==> config.mk <==
export PLATFORM = sky130hd
export DESIGN_NAME = width_down_fifo
export DESIGN_NICKNAME = d
export VERILOG_FILES = /design/src/hdl/fifo_pkg.sv /design/src/hdl/width_down_fifo.sv /design/src/hdl/fifo_flags.sv /design/src/hdl/lane_select.sv /design/src/hdl/fwft_prefetch.sv /design/src/hdl/fifo_pointers.sv /design/src/hdl/lane_ram.sv
export SDC_FILE = /design/constraint.sdc
export NUM_CORES = 1
export LEC_CHECK = 0
export BUFFER_PORTS_ARGS = -buffer_cell sky130_fd_sc_hd__buf_2
export CORE_MARGIN = 2
export CORE_UTILIZATION = 50
export DETAILED_ROUTE_END_ITERATION = 10
export GPL_TIMING_DRIVEN = 0
export PLACE_DENSITY = 0.66
export SLEW_MARGIN = 5
export SYNTH_ARGS = -nofsm -noshare
export SYNTH_HDL_FRONTEND = slang
export SYNTH_HIERARCHICAL = 1
export SYNTH_SLANG_ARGS = --single-unit
==> constraint.sdc <==
create_clock -name clock -period 6.9 [get_ports clock]
set_clock_uncertainty 0.2 [all_clocks]
set_input_delay 1.035 -clock clock [delete_from_list [all_inputs] [get_ports clock]]
set_output_delay 1.035 -clock clock [all_outputs]
set_load 0.02 [all_outputs]
==> src/hdl/fifo_pkg.sv <==
`default_nettype none

package fifo_pkg;

    // word width on the write side, byte width on the read side
    localparam int wr_width = 32;
    localparam int rd_width = 8;

    // one lane ram per byte of the word
    localparam int lane_num = wr_width / rd_width;
    // bits of the read pointer that select the byte within a word
    localparam int lane_bits = $clog2(lane_num);

    // depth in words, and the same storage counted in bytes
    localparam int wr_depth = 16;
    localparam int rd_depth = lane_num * wr_depth;

    // pointers carry one wrap bit above the address
    localparam int wr_addr_bits = $clog2(wr_depth) + 1;
    localparam int rd_addr_bits = $clog2(rd_depth) + 1;

    // prog_full compares words, prog_empty compares bytes
    localparam int prog_full_thresh = 12;
    localparam int prog_empty_thresh = 10;

    // a stored word, seen whole or as byte lanes
    // lane 3 holds the most significant byte and is read first
    typedef union packed {
        logic [wr_width-1:0] flat;
        logic [lane_num-1:0][rd_width-1:0] lanes;
    } fifo_word_t;

endpackage

`default_nettype wire
==> src/hdl/width_down_fifo.sv <==
`timescale 1ns/100ps
`default_nettype none

module width_down_fifo
    import fifo_pkg::*;
(
    input  logic                    clock,
    input  logic                    reset,
    input  logic                    wr_en,
    input  logic [wr_width-1:0]     din,
    input  logic                    rd_en,
    output logic                    wr_ready,
    output logic [rd_width-1:0]     dout,
    output logic                    valid,
    output logic                    full,
    output logic                    empty,
    output logic [wr_addr_bits-1:0] wr_data_count,
    output logic [wr_addr_bits-1:0] wr_data_space,
    output logic [rd_addr_bits-1:0] rd_data_count,
    output logic [rd_addr_bits-1:0] rd_data_space,
    output logic                    almost_full,
    output logic                    almost_empty,
    output logic                    prog_full,
    output logic                    prog_empty,
    output logic                    overflow,
    output logic                    underflow,
    output logic                    wr_ack
);

    fifo_word_t din_word;
    fifo_word_t ram_word;
    logic [lane_num-1:0][rd_width-1:0] lane_q;
    logic [wr_addr_bits-1:0] wr_ptr;
    logic [rd_addr_bits-1:0] rd_ptr;
    // pointer to the byte after the current one
    logic [rd_addr_bits-1:0] fetch_ptr;
    logic [wr_addr_bits-2:0] ram_rd_addr;
    logic                    lane_wr_en;
    logic                    ram_rd_en;
    logic                    pop;

    assign din_word.flat = din;
    assign ram_word.lanes = lane_q;

    // every lane takes its byte of an accepted word on the same edge
    assign lane_wr_en = wr_en & ~full;

    // fetch address is the word holding the next byte
    // valid low always sits on lane 3, so this is the current word then
    assign fetch_ptr = rd_ptr + 1'b1;
    assign ram_rd_addr = fetch_ptr[rd_addr_bits-2:lane_bits];

    for (genvar i = 0; i < lane_num; i++) begin : g_lane
        lane_ram u_lane_ram (
            .clock   (clock),
            .wr_en   (lane_wr_en),
            .wr_addr (wr_ptr[wr_addr_bits-2:0]),
            .wr_data (din_word.lanes[i]),
            .rd_en   (ram_rd_en),
            .rd_addr (ram_rd_addr),
            .rd_data (lane_q[i])
        );
    end

    fifo_pointers u_pointers (
        .clock         (clock),
        .reset         (reset),
        .wr_en         (wr_en),
        .pop           (pop),
        .wr_ptr        (wr_ptr),
        .rd_ptr        (rd_ptr),
        .full          (full),
        .empty         (empty),
        .wr_data_count (wr_data_count),
        .rd_data_count (rd_data_count)
    );

    fwft_prefetch u_prefetch (
        .clock     (clock),
        .reset     (reset),
        .rd_en     (rd_en),
        .rd_ptr    (rd_ptr),
        .wr_ptr    (wr_ptr),
        .valid     (valid),
        .pop       (pop),
        .ram_rd_en (ram_rd_en)
    );

    lane_select u_lane_select (
        .clock     (clock),
        .reset     (reset),
        .pop       (pop),
        .lane_data (ram_word),
        .dout      (dout)
    );

    fifo_flags u_flags (
        .clock         (clock),
        .reset         (reset),
        .wr_en         (wr_en),
        .rd_en         (rd_en),
        .full          (full),
        .valid         (valid),
        .wr_data_count (wr_data_count),
        .rd_data_count (rd_data_count),
        .wr_ready      (wr_ready),
        .wr_ack        (wr_ack),
        .wr_data_space (wr_data_space),
        .rd_data_space (rd_data_space),
        .almost_full   (almost_full),
        .almost_empty  (almost_empty),
        .prog_full     (prog_full),
        .prog_empty    (prog_empty),
        .overflow      (overflow),
        .underflow     (underflow)
    );

endmodule

`default_nettype wire

==> src/hdl/fifo_flags.sv <==
`timescale 1ns/100ps
`default_nettype none

module fifo_flags
    import fifo_pkg::*;
(
    input  logic                    clock,
    input  logic                    reset,
    input  logic                    wr_en,
    input  logic                    rd_en,
    input  logic                    full,
    input  logic                    valid,
    input  logic [wr_addr_bits-1:0] wr_data_count,
    input  logic [rd_addr_bits-1:0] rd_data_count,
    output logic                    wr_ready,
    output logic                    wr_ack,
    output logic [wr_addr_bits-1:0] wr_data_space,
    output logic [rd_addr_bits-1:0] rd_data_space,
    output logic                    almost_full,
    output logic                    almost_empty,
    output logic                    prog_full,
    output logic                    prog_empty,
    output logic                    overflow,
    output logic                    underflow
);

    // write handshake
    assign wr_ready = !full;
    assign wr_ack = wr_en && !full;

    // room left on each side
    assign wr_data_space = wr_addr_bits'(wr_depth) - wr_data_count;
    assign rd_data_space = rd_addr_bits'(rd_depth) - rd_data_count;

    // one word short of full
    assign almost_full = (wr_data_count >= wr_addr_bits'(wr_depth - 1));
    // at most one byte left
    assign almost_empty = (rd_data_count <= rd_addr_bits'(1));

    // programmable levels
    assign prog_full = (wr_data_count >= wr_addr_bits'(prog_full_thresh));
    assign prog_empty = (rd_data_count <= rd_addr_bits'(prog_empty_thresh));

    // rejected requests, flagged on the following edge
    always_ff @(posedge clock or posedge reset) begin
        if (reset) begin
            overflow <= 1'b0;
            underflow <= 1'b0;
        end else begin
            overflow <= wr_en && full;
            // a read with nothing presented
            underflow <= rd_en && !valid;
        end
    end

endmodule

`default_nettype wire

==> src/hdl/lane_select.sv <==
`timescale 1ns/100ps
`default_nettype none

module lane_select
    import fifo_pkg::*;
(
    input  logic                clock,
    input  logic                reset,
    input  logic                pop,
    input  fifo_word_t          lane_data,
    output logic [rd_width-1:0] dout
);

    // one hot, bit i picks lane i
    logic [lane_num-1:0] sel;

    // start on the msb lane, step down one lane per pop, then wrap
    always_ff @(posedge clock or posedge reset) begin
        if (reset) begin
            sel <= {1'b1, {(lane_num-1){1'b0}}};
        end else if (pop) begin
            sel <= {sel[0], sel[lane_num-1:1]};
        end
    end

    // byte mux from the lane ram outputs
    always_comb begin
        dout = '0;
        for (int i = 0; i < lane_num; i++) begin
            if (sel[i]) begin
                dout = lane_data.lanes[i];
            end
        end
    end

endmodule

`default_nettype wire

==> src/hdl/fwft_prefetch.sv <==
`timescale 1ns/100ps
`default_nettype none

module fwft_prefetch
    import fifo_pkg::*;
(
    input  logic                    clock,
    input  logic                    reset,
    input  logic                    rd_en,
    input  logic [rd_addr_bits-1:0] rd_ptr,
    input  logic [wr_addr_bits-1:0] wr_ptr,
    output logic                    valid,
    output logic                    pop,
    output logic                    ram_rd_en
);

    // write pointer as seen by the read side, one cycle late
    logic [wr_addr_bits-1:0] wr_seen;
    logic [wr_addr_bits-1:0] rd_word;
    logic                    last_lane;
    logic                    word_here;
    logic                    word_next;
    logic                    last_pop;

    assign rd_word = rd_ptr[rd_addr_bits-1:lane_bits];
    // lane 0 is the last byte of a word
    assign last_lane = &rd_ptr[lane_bits-1:0];

    // the word under the read pointer is stored
    assign word_here = (wr_seen != rd_word);
    // the word after it is stored too
    assign word_next = (wr_seen != rd_word + 1'b1);

    assign pop = rd_en & valid;
    assign last_pop = pop & last_lane;

    // fetch when idle with data waiting, or when the last byte leaves
    // and another word can follow without a gap
    assign ram_rd_en = (!valid && word_here) || (last_pop && word_next);

    always_ff @(posedge clock or posedge reset) begin
        if (reset) begin
            wr_seen <= '0;
        end else begin
            wr_seen <= wr_ptr;
        end
    end

    // valid marks a fetched word on the ram output
    always_ff @(posedge clock or posedge reset) begin
        if (reset) begin
            valid <= 1'b0;
        end else if (ram_rd_en) begin
            valid <= 1'b1;
        end else if (last_pop) begin
            // word used up and nothing behind it
            valid <= 1'b0;
        end
    end

endmodule

`default_nettype wire

==> src/hdl/fifo_pointers.sv <==
`timescale 1ns/100ps
`default_nettype none

module fifo_pointers
    import fifo_pkg::*;
(
    input  logic                    clock,
    input  logic                    reset,
    input  logic                    wr_en,
    input  logic                    pop,
    output logic [wr_addr_bits-1:0] wr_ptr,
    output logic [rd_addr_bits-1:0] rd_ptr,
    output logic                    full,
    output logic                    empty,
    output logic [wr_addr_bits-1:0] wr_data_count,
    output logic [rd_addr_bits-1:0] rd_data_count
);

    // word the read side is working on, with its wrap bit
    logic [wr_addr_bits-1:0] rd_word;

    assign rd_word = rd_ptr[rd_addr_bits-1:lane_bits];

    // same slot, opposite wrap bit
    assign full = (wr_ptr[wr_addr_bits-1] != rd_word[wr_addr_bits-1]) &&
                  (wr_ptr[wr_addr_bits-2:0] == rd_word[wr_addr_bits-2:0]);

    // a word is only released after its last byte, so equal words mean no bytes
    assign empty = (wr_ptr == rd_word);

    // word write pointer, moves on an accepted write
    always_ff @(posedge clock or posedge reset) begin
        if (reset) begin
            wr_ptr <= '0;
        end else if (wr_en && !full) begin
            wr_ptr <= wr_ptr + 1'b1;
        end
    end

    // byte read pointer, moves on every pop
    // low bits step through the lanes msb first
    always_ff @(posedge clock or posedge reset) begin
        if (reset) begin
            rd_ptr <= '0;
        end else if (pop) begin
            rd_ptr <= rd_ptr + 1'b1;
        end
    end

    // counts lag the pointers by one cycle
    // a word being presented still counts until its last byte is popped
    always_ff @(posedge clock or posedge reset) begin
        if (reset) begin
            wr_data_count <= '0;
            rd_data_count <= '0;
        end else begin
            wr_data_count <= wr_ptr - rd_word;
            // bytes written minus bytes popped
            rd_data_count <= {wr_ptr, {lane_bits{1'b0}}} - rd_ptr;
        end
    end

endmodule

`default_nettype wire

==> src/hdl/lane_ram.sv <==
`timescale 1ns/100ps
`default_nettype none

module lane_ram
    import fifo_pkg::*;
(
    input  logic                    clock,
    input  logic                    wr_en,
    input  logic [wr_addr_bits-2:0] wr_addr,
    input  logic [rd_width-1:0]     wr_data,
    input  logic                    rd_en,
    input  logic [wr_addr_bits-2:0] rd_addr,
    output logic [rd_width-1:0]     rd_data
);

    // one byte per word slot
    logic [rd_width-1:0] mem [wr_depth];

    // write port, all lanes share the address and strobe
    always_ff @(posedge clock) begin
        if (wr_en) begin
            mem[wr_addr] <= wr_data;
        end
    end

    // registered read port
    // without the strobe the last fetched byte stays on rd_data
    always_ff @(posedge clock) begin
        if (rd_en) begin
            rd_data <= mem[rd_addr];
        end
    end

endmodule

`default_nettype wire

# Word level (Yosys, flattened, before mapping)
# Memories as Yosys holds them, arrays and structs flattened. A register that Yosys moved wholly into a read port is not among the register bits.
# Cells that the tools add are included.
dict set report word_totals {
  memories 4
  out_inout_bits 43
  ram_bits 512
  input_bits 36
  mem_bits_ro 0
  register_bits 36
  latchBits 0
}
# memory depth word_bits read_ports rd_clocked_by_memory_dff wr line
set memory_table {}
lappend memory_table {{g_lane[0].u_lane_ram.mem} 16 8 1 1 1 lane_ram.sv:17} ;# logic [rd_width-1:0] mem [wr_depth];
lappend memory_table {{g_lane[1].u_lane_ram.mem} 16 8 1 1 1 lane_ram.sv:17}
lappend memory_table {{g_lane[2].u_lane_ram.mem} 16 8 1 1 1 lane_ram.sv:17}
lappend memory_table {{g_lane[3].u_lane_ram.mem} 16 8 1 1 1 lane_ram.sv:17}
dict set report classes {
  muxes 8
  reduce_logical 11
  multipliers 0
  order_cmp 4
  div 0
  n_eq_ne 5
  n_addsub 7
  n_bitwise 4
  shifts 0
}
# cell count
set op_table {}
lappend op_table {{two-way mux 8 bit} 4}
lappend op_table {{adder 5 x 1 -> 5 bit, second input constant} 2}
lappend op_table {{>= comparator 5 x 4 -> 1 bit, second input constant} 2}
lappend op_table {{!= test 5 bit} 2}
lappend op_table {{adder 7 x 1 -> 7 bit, second input constant} 1}
lappend op_table {{less-or-equal comparator 7 x 1 -> 1 bit, second input constant} 1}
lappend op_table {{less-or-equal comparator 7 x 4 -> 1 bit, second input constant} 1}
lappend op_table {{subtractor 7 bit} 1}
lappend op_table {{subtractor 7 bit, first input constant} 1}
lappend op_table {{logical AND 1 bit} 6}
lappend op_table {{== test 5 bit} 1}
lappend op_table {{subtractor 5 bit} 1}
lappend op_table {{subtractor 5 bit, first input constant} 1}
lappend op_table {{== test 4 bit} 1}
lappend op_table {{two-way mux 1 bit} 4}
lappend op_table {{AND 1 bit} 3}
lappend op_table {{logical NOT 1 bit} 2}
lappend op_table {{AND reduction 2 bit} 1}
lappend op_table {{nonzero test 2 bit} 1}
lappend op_table {{logical OR 1 bit} 1}
lappend op_table {{!= test 1 bit} 1}
lappend op_table {{inverter 1 bit} 1}

# Depth between registers and ports, before layout
dict set report logic_depth {
  word_depth 6
  mapped_depth 8
  depth_no_buf 7
}

# Hierarchy
# Netlist, hierarchy kept.
# module cells_per_inst area_each_um2 seq_area_each_um2 instances
set modules_own_cells {}
lappend modules_own_cells {lane_ram 229 5227.5 4083.9 4}
lappend modules_own_cells {fifo_pointers 99 1142.3 600.6 1}
lappend modules_own_cells {lane_select 41 357.8 101.3 1}
lappend modules_own_cells {fifo_flags 44 337.8 50.0 1}
lappend modules_own_cells {fwft_prefetch 30 327.8 150.1 1}
lappend modules_own_cells {width_down_fifo 10 72.6 0.0 1}

# Worst setup path before layout
# OpenSTA, ideal clock, no wires.
dict set report synth_timing {
  path_type {reg-to-reg}
  startpoint {register u_pointers.wr_ptr[0]}
  endpoint {memory g_lane[0].u_lane_ram.mem[0][0], enable pin}
  arrival_ns 3.345
  slack_ns 2.972
  path_stages_with_launch 8
  path_buffers 0
  path_cell_list {dfrtp_1 inv_1 ha_1 nand4_1 nor2_1 nor2b_1 or3b_2 nor3_1}
}
dict set report synth_between {
  elab_chain_len 6
}
# item line
set synth_rtl {}
lappend synth_rtl {{start: declaration} fifo_pointers.sv:11} ;# output logic [wr_addr_bits-1:0] wr_ptr,
lappend synth_rtl {{start signal: assignment} fifo_pointers.sv:36} ;# wr_ptr <= wr_ptr + 1'b1;
lappend synth_rtl {{== test 4 bit} fifo_pointers.sv:26} ;# (wr_ptr[wr_addr_bits-2:0] == rd_word[wr_addr_bits-2:0]);
lappend synth_rtl {{logical AND 1 bit} fifo_pointers.sv:25} ;# assign full = (wr_ptr[wr_addr_bits-1] != rd_word[wr_addr_bits-1]) &&
lappend synth_rtl {{net full} width_down_fifo.sv:15} ;# output logic full,
lappend synth_rtl {{inverter 1 bit} width_down_fifo.sv:46} ;# assign lane_wr_en = wr_en & ~full;
lappend synth_rtl {{AND 1 bit} width_down_fifo.sv:46}
lappend synth_rtl {{net lane_wr_en} width_down_fifo.sv:38} ;# logic lane_wr_en;
lappend synth_rtl {{two-way mux 1 bit} lane_ram.sv:21} ;# if (wr_en) begin
lappend synth_rtl {{two-way mux 1 bit (implied by the code)} lane_ram.sv:22} ;# mem[wr_addr] <= wr_data;
lappend synth_rtl {{end: declaration} lane_ram.sv:17}
# The timed path passes the listed nets, and every way through them passes these cells.

# Worst setup path in the final report
dict set report layout_timing {
  startpoint {register u_pointers.wr_ptr[2]}
  endpoint {memory g_lane[3].u_lane_ram.mem[0][7], enable pin}
}
dict set report layout_between {
  elab_chain_len 6
}
# item line
set layout_rtl {}
lappend layout_rtl {{== test 4 bit} fifo_pointers.sv:26}
lappend layout_rtl {{logical AND 1 bit} fifo_pointers.sv:25}
lappend layout_rtl {{inverter 1 bit} width_down_fifo.sv:46}
lappend layout_rtl {{AND 1 bit} width_down_fifo.sv:46}
lappend layout_rtl {{net lane_wr_en} width_down_fifo.sv:38}
lappend layout_rtl {{two-way mux 1 bit} lane_ram.sv:21}
lappend layout_rtl {{two-way mux 1 bit (implied by the code)} lane_ram.sv:22}
lappend layout_rtl {{end: declaration} lane_ram.sv:17}
# The timed path passes the listed nets, and every way through them passes these cells.

==> results.md <==
* Status: finished clean
* Post-route ant nets at 0
* I/O pin count at 79
* Hold buffers post-CTS at 0
* Final setup TNS at 0 ps
* Filler cell count at 3344
* Worst setup SP type: flip-flop
* GRT Util Overall at 20.0%
* Slew Viols, Final at 0
* Fin crit share at 69.6%
* Met2 usage at 31.8%
* DPL Wire Length at 29800 um
* # Max-Cap Violations at 0
* Largest net degree at the start of global routing at 35
* Vias in the first global route at 11.2k
* Routed wire per std cell at 24.5 um
* CTS root buf: clkbuf_16
* Inserted Clock Buffers at 57
* Fin Hold WS at 126 ps
* WP data arrival at 4820 ps
* Post-Syn Nets at 1191
* Diodes inserted at 0
* CP Max Fanout at 21
* Peak supply drop at 0.289 mV
* Ys Warns at 6
* Fmax at 0.208 GHz
* CP endpoint kind: flip-flop
* Max Buffers Root-to-Sink at 3
* Endpoints failing setup at 0
* CTS tree: yes
* R2R Setup Slk at 2100 ps
* Final GP Congestion at 0.793
* Die Span Y at 219 um
* Hold/Removal Path Class: input port to async pin
* Starting density of the core at 50.8%
* Layout Cells excl Fill at 1926
* Fin worst setup slack at 2100 ps
* Share of layout cells above drive strength 1 at 23.5%
* Power density over cell area at 487 nW/um^2
* First-pass iteration count of the detailed router at 5
* Relative slew margins at 16.4%
* Die Area at 48000 um^2
* Critical Path RT at 6910 ps
* Initial antenna violation count at 1
* Vias per cell at 5.88
* RR Endpoint: g_lane[3].u_lane_ram/mem[0][7]
* Post-CTS Resized at 0
* Die Width at 219 um
* WS Path Type: flip-flop to flip-flop
* Cell leakage power at 8.88 nW
* Core Box Area at 45600 um^2
* Row count at 78
* Syn Area/Cell at 20.3 um^2
* Initial DRC count at 959
* Worst slew pin tran at 1240 ps
* #FFs+latches synth at 580
* DRT Wirelength at 47100 um
* Post-Syn Instances at 1140
* Global-route wire length before repair at 69900 um
* P&R area growth vs syn at 13.6%
* DR DRC count at 0
* Sequential Area at 17200 um^2
* DR vias at 11.3k
* I/O Buffers at 78
* Seq/Total Area, Yosys at 74.5%
* Skew-Pair Late Insertion Delay at 610 ps
* Multi-input gate area at 5490 um^2
* Fin. Hold Viols at 0
* Max H-tree Level at 2
* Grt met1 use at 29.3%
* Clock transition at the registers of the reported paths at 60 ps
* Most Crowded Layer GR: met2
* Post-synth EDFFs at 544
* Path depth of the worst reg2reg path at 8
* Placed Cells at 1822
* Yosys cell types at 49
* Pre-CTS setup slack at 1790 ps
* Clk sinks at 580
* Mapped Area at 23100 um^2
* Async set or reset register ratio after synthesis at 6.21%
* Unrepaired setup endpoints after global routing: no
* Met3 GRT Util at 2.98%
* Ys flop type: edfxtp_1
* Final net count at 1332
* Crit path time final at 4800 ps
* Post CTS Setup Buffer Count at 0
* GRT overflow at 0
* R2r startpoint: u_pointers/wr_ptr[2]
==> per-stage QoR <==
stage	cell area (um^2)	utilization [%]	power (mW)
after floorplan	23100	-	8.20
after global routing	26300	57.7	13.4
after CTS	26300	57.6	12.9
final	26300	57.7	12.8
after detailed placement	24400	53.5	9.82
after global placement	24300	53.3	9.72
==> synth_stat cells, drive strengths merged (2+ instances only) <==
cell	number	share of area, %
edfxtp	544	71
mux4	128	13
a22oi	73	2.4
nor2	64	1.0
nand2	46	0.75
dfrtp	35	3.8
buf	33	1.1
xnor2	28	1.1
inv	25	0.41
nor3	21	0.50
a21oi	15	0.32
ha	14	0.76
clkdlybuf4s25	12	0.52
xor2	12	0.49
nand3	10	0.22
nand2b	9	0.24
nor2b	9	0.28
o22ai	9	0.24
nand3b	8	0.26
and2	6	0.16
nand4	5	0.16
a21o	4	0.13
and2b	4	0.13
mux2	4	0.19
o21ai	4	0.14
or3b	4	0.15
nor4	3	0.11
o21bai	2	0.065
==> cells by family after synthesis <==
group           Yosys count  share of synthesized area (%)
xor+xnor                 40                           1.58
compound gates          110                           3.36
fa+ha+maj                15                          0.843
buf+inv                  72                           2.14
mux                     132                           13.6
flops                   580                           74.5
simple gates            191                           4.06
==> where the power goes <==
part           internal [mW]  switching, mW  leakage, nW  total [mW]
clock                   1.83           1.26        0.912        3.09
sequential              4.44          0.361         5.34        4.80
combinational           2.18           2.75         2.62        4.93
total                   8.45           4.37         8.88        12.8
==> area by class of cell <==
class | instances | share of cell area, %
plain buffers | 46 | 1.51
clock buffers | 72 | 5.84
clock inverters | 32 | 1.27
inverters | 26 | 0.371
multi-input cells | 488 | 20.9
flip-flops and latches | 580 | 65.6
well taps | 600 | 2.85
repair buffers | 82 | 1.72
==> sequential cells by signal, summed over array words and instances (netlist names) <==
name / cells
u_pointers/wr_data_count: 5
u_flags/underflow: 1
u_pointers/rd_ptr: 7
g_lane.u_lane_ram/rd_data: 32
u_flags/overflow: 1
u_pointers/rd_data_count: 7
u_pointers/wr_ptr: 5
u_lane_select/sel: 4
g_lane.u_lane_ram/mem: 512
u_prefetch/valid: 1
u_prefetch/wr_seen: 5
==> worst max-delay path by stage <==
stage	startpoint	end	slack, ps	cells after the start
2_1_floorplan	u_pointers/wr_ptr[0]	g_lane[0].u_lane_ram/mem[0][0]	2970	7
3_3_place_gp	u_pointers/wr_ptr[0]	g_lane[2].u_lane_ram/mem[0][0]	1020	7
3_5_place_dp	u_pointers/wr_ptr[0]	g_lane[1].u_lane_ram/mem[0][7]	1790	8
4_1_cts	u_pointers/wr_ptr[0]	g_lane[1].u_lane_ram/mem[0][7]	1760	8
5_1_grt	u_pointers/wr_ptr[2]	g_lane[3].u_lane_ram/mem[0][7]	1890	8
6_report	u_pointers/wr_ptr[2]	g_lane[3].u_lane_ram/mem[0][7]	2100	8
==> layer usage <==
metal | vias to the layer above | wire [um]
met5 | - | 7
met4 | 2 | 986
met3 | 73 | 2980
met2 | 425 | 22400
met1 | 5852 | 20700
li1 | 4965 | -
==> critical path, stage by stage (launching register included) <==
cell and delay [ps]:
dfrtp_1 1090, ha_1 380, buf_2 160, nand4_1 190, nor2_1 140, nor2b_2 570, buf_8 240, or3b_2 510
nor3_1 920
==> cells in the final DEF (no fill, tap or decap), drive strengths merged, types with 12 or more instances in the layout <==
master | netlist | final
nor2 | 64 | 64
xor2 | 12 | 12
a22oi | 73 | 73
nand2 | 46 | 46
inv | 25 | 26
clkinv | 1 | 24
ha | 14 | 14
a21oi | 15 | 15
dfrtp | 35 | 35
xnor2 | 28 | 28
buf | 33 | 115
clkbuf | 1 | 73
edfxtp | 544 | 544
nor3 | 21 | 21
clkdlybuf4s25 | 12 | 12
mux4 | 128 | 128
(Power assumes the default switching activity.)
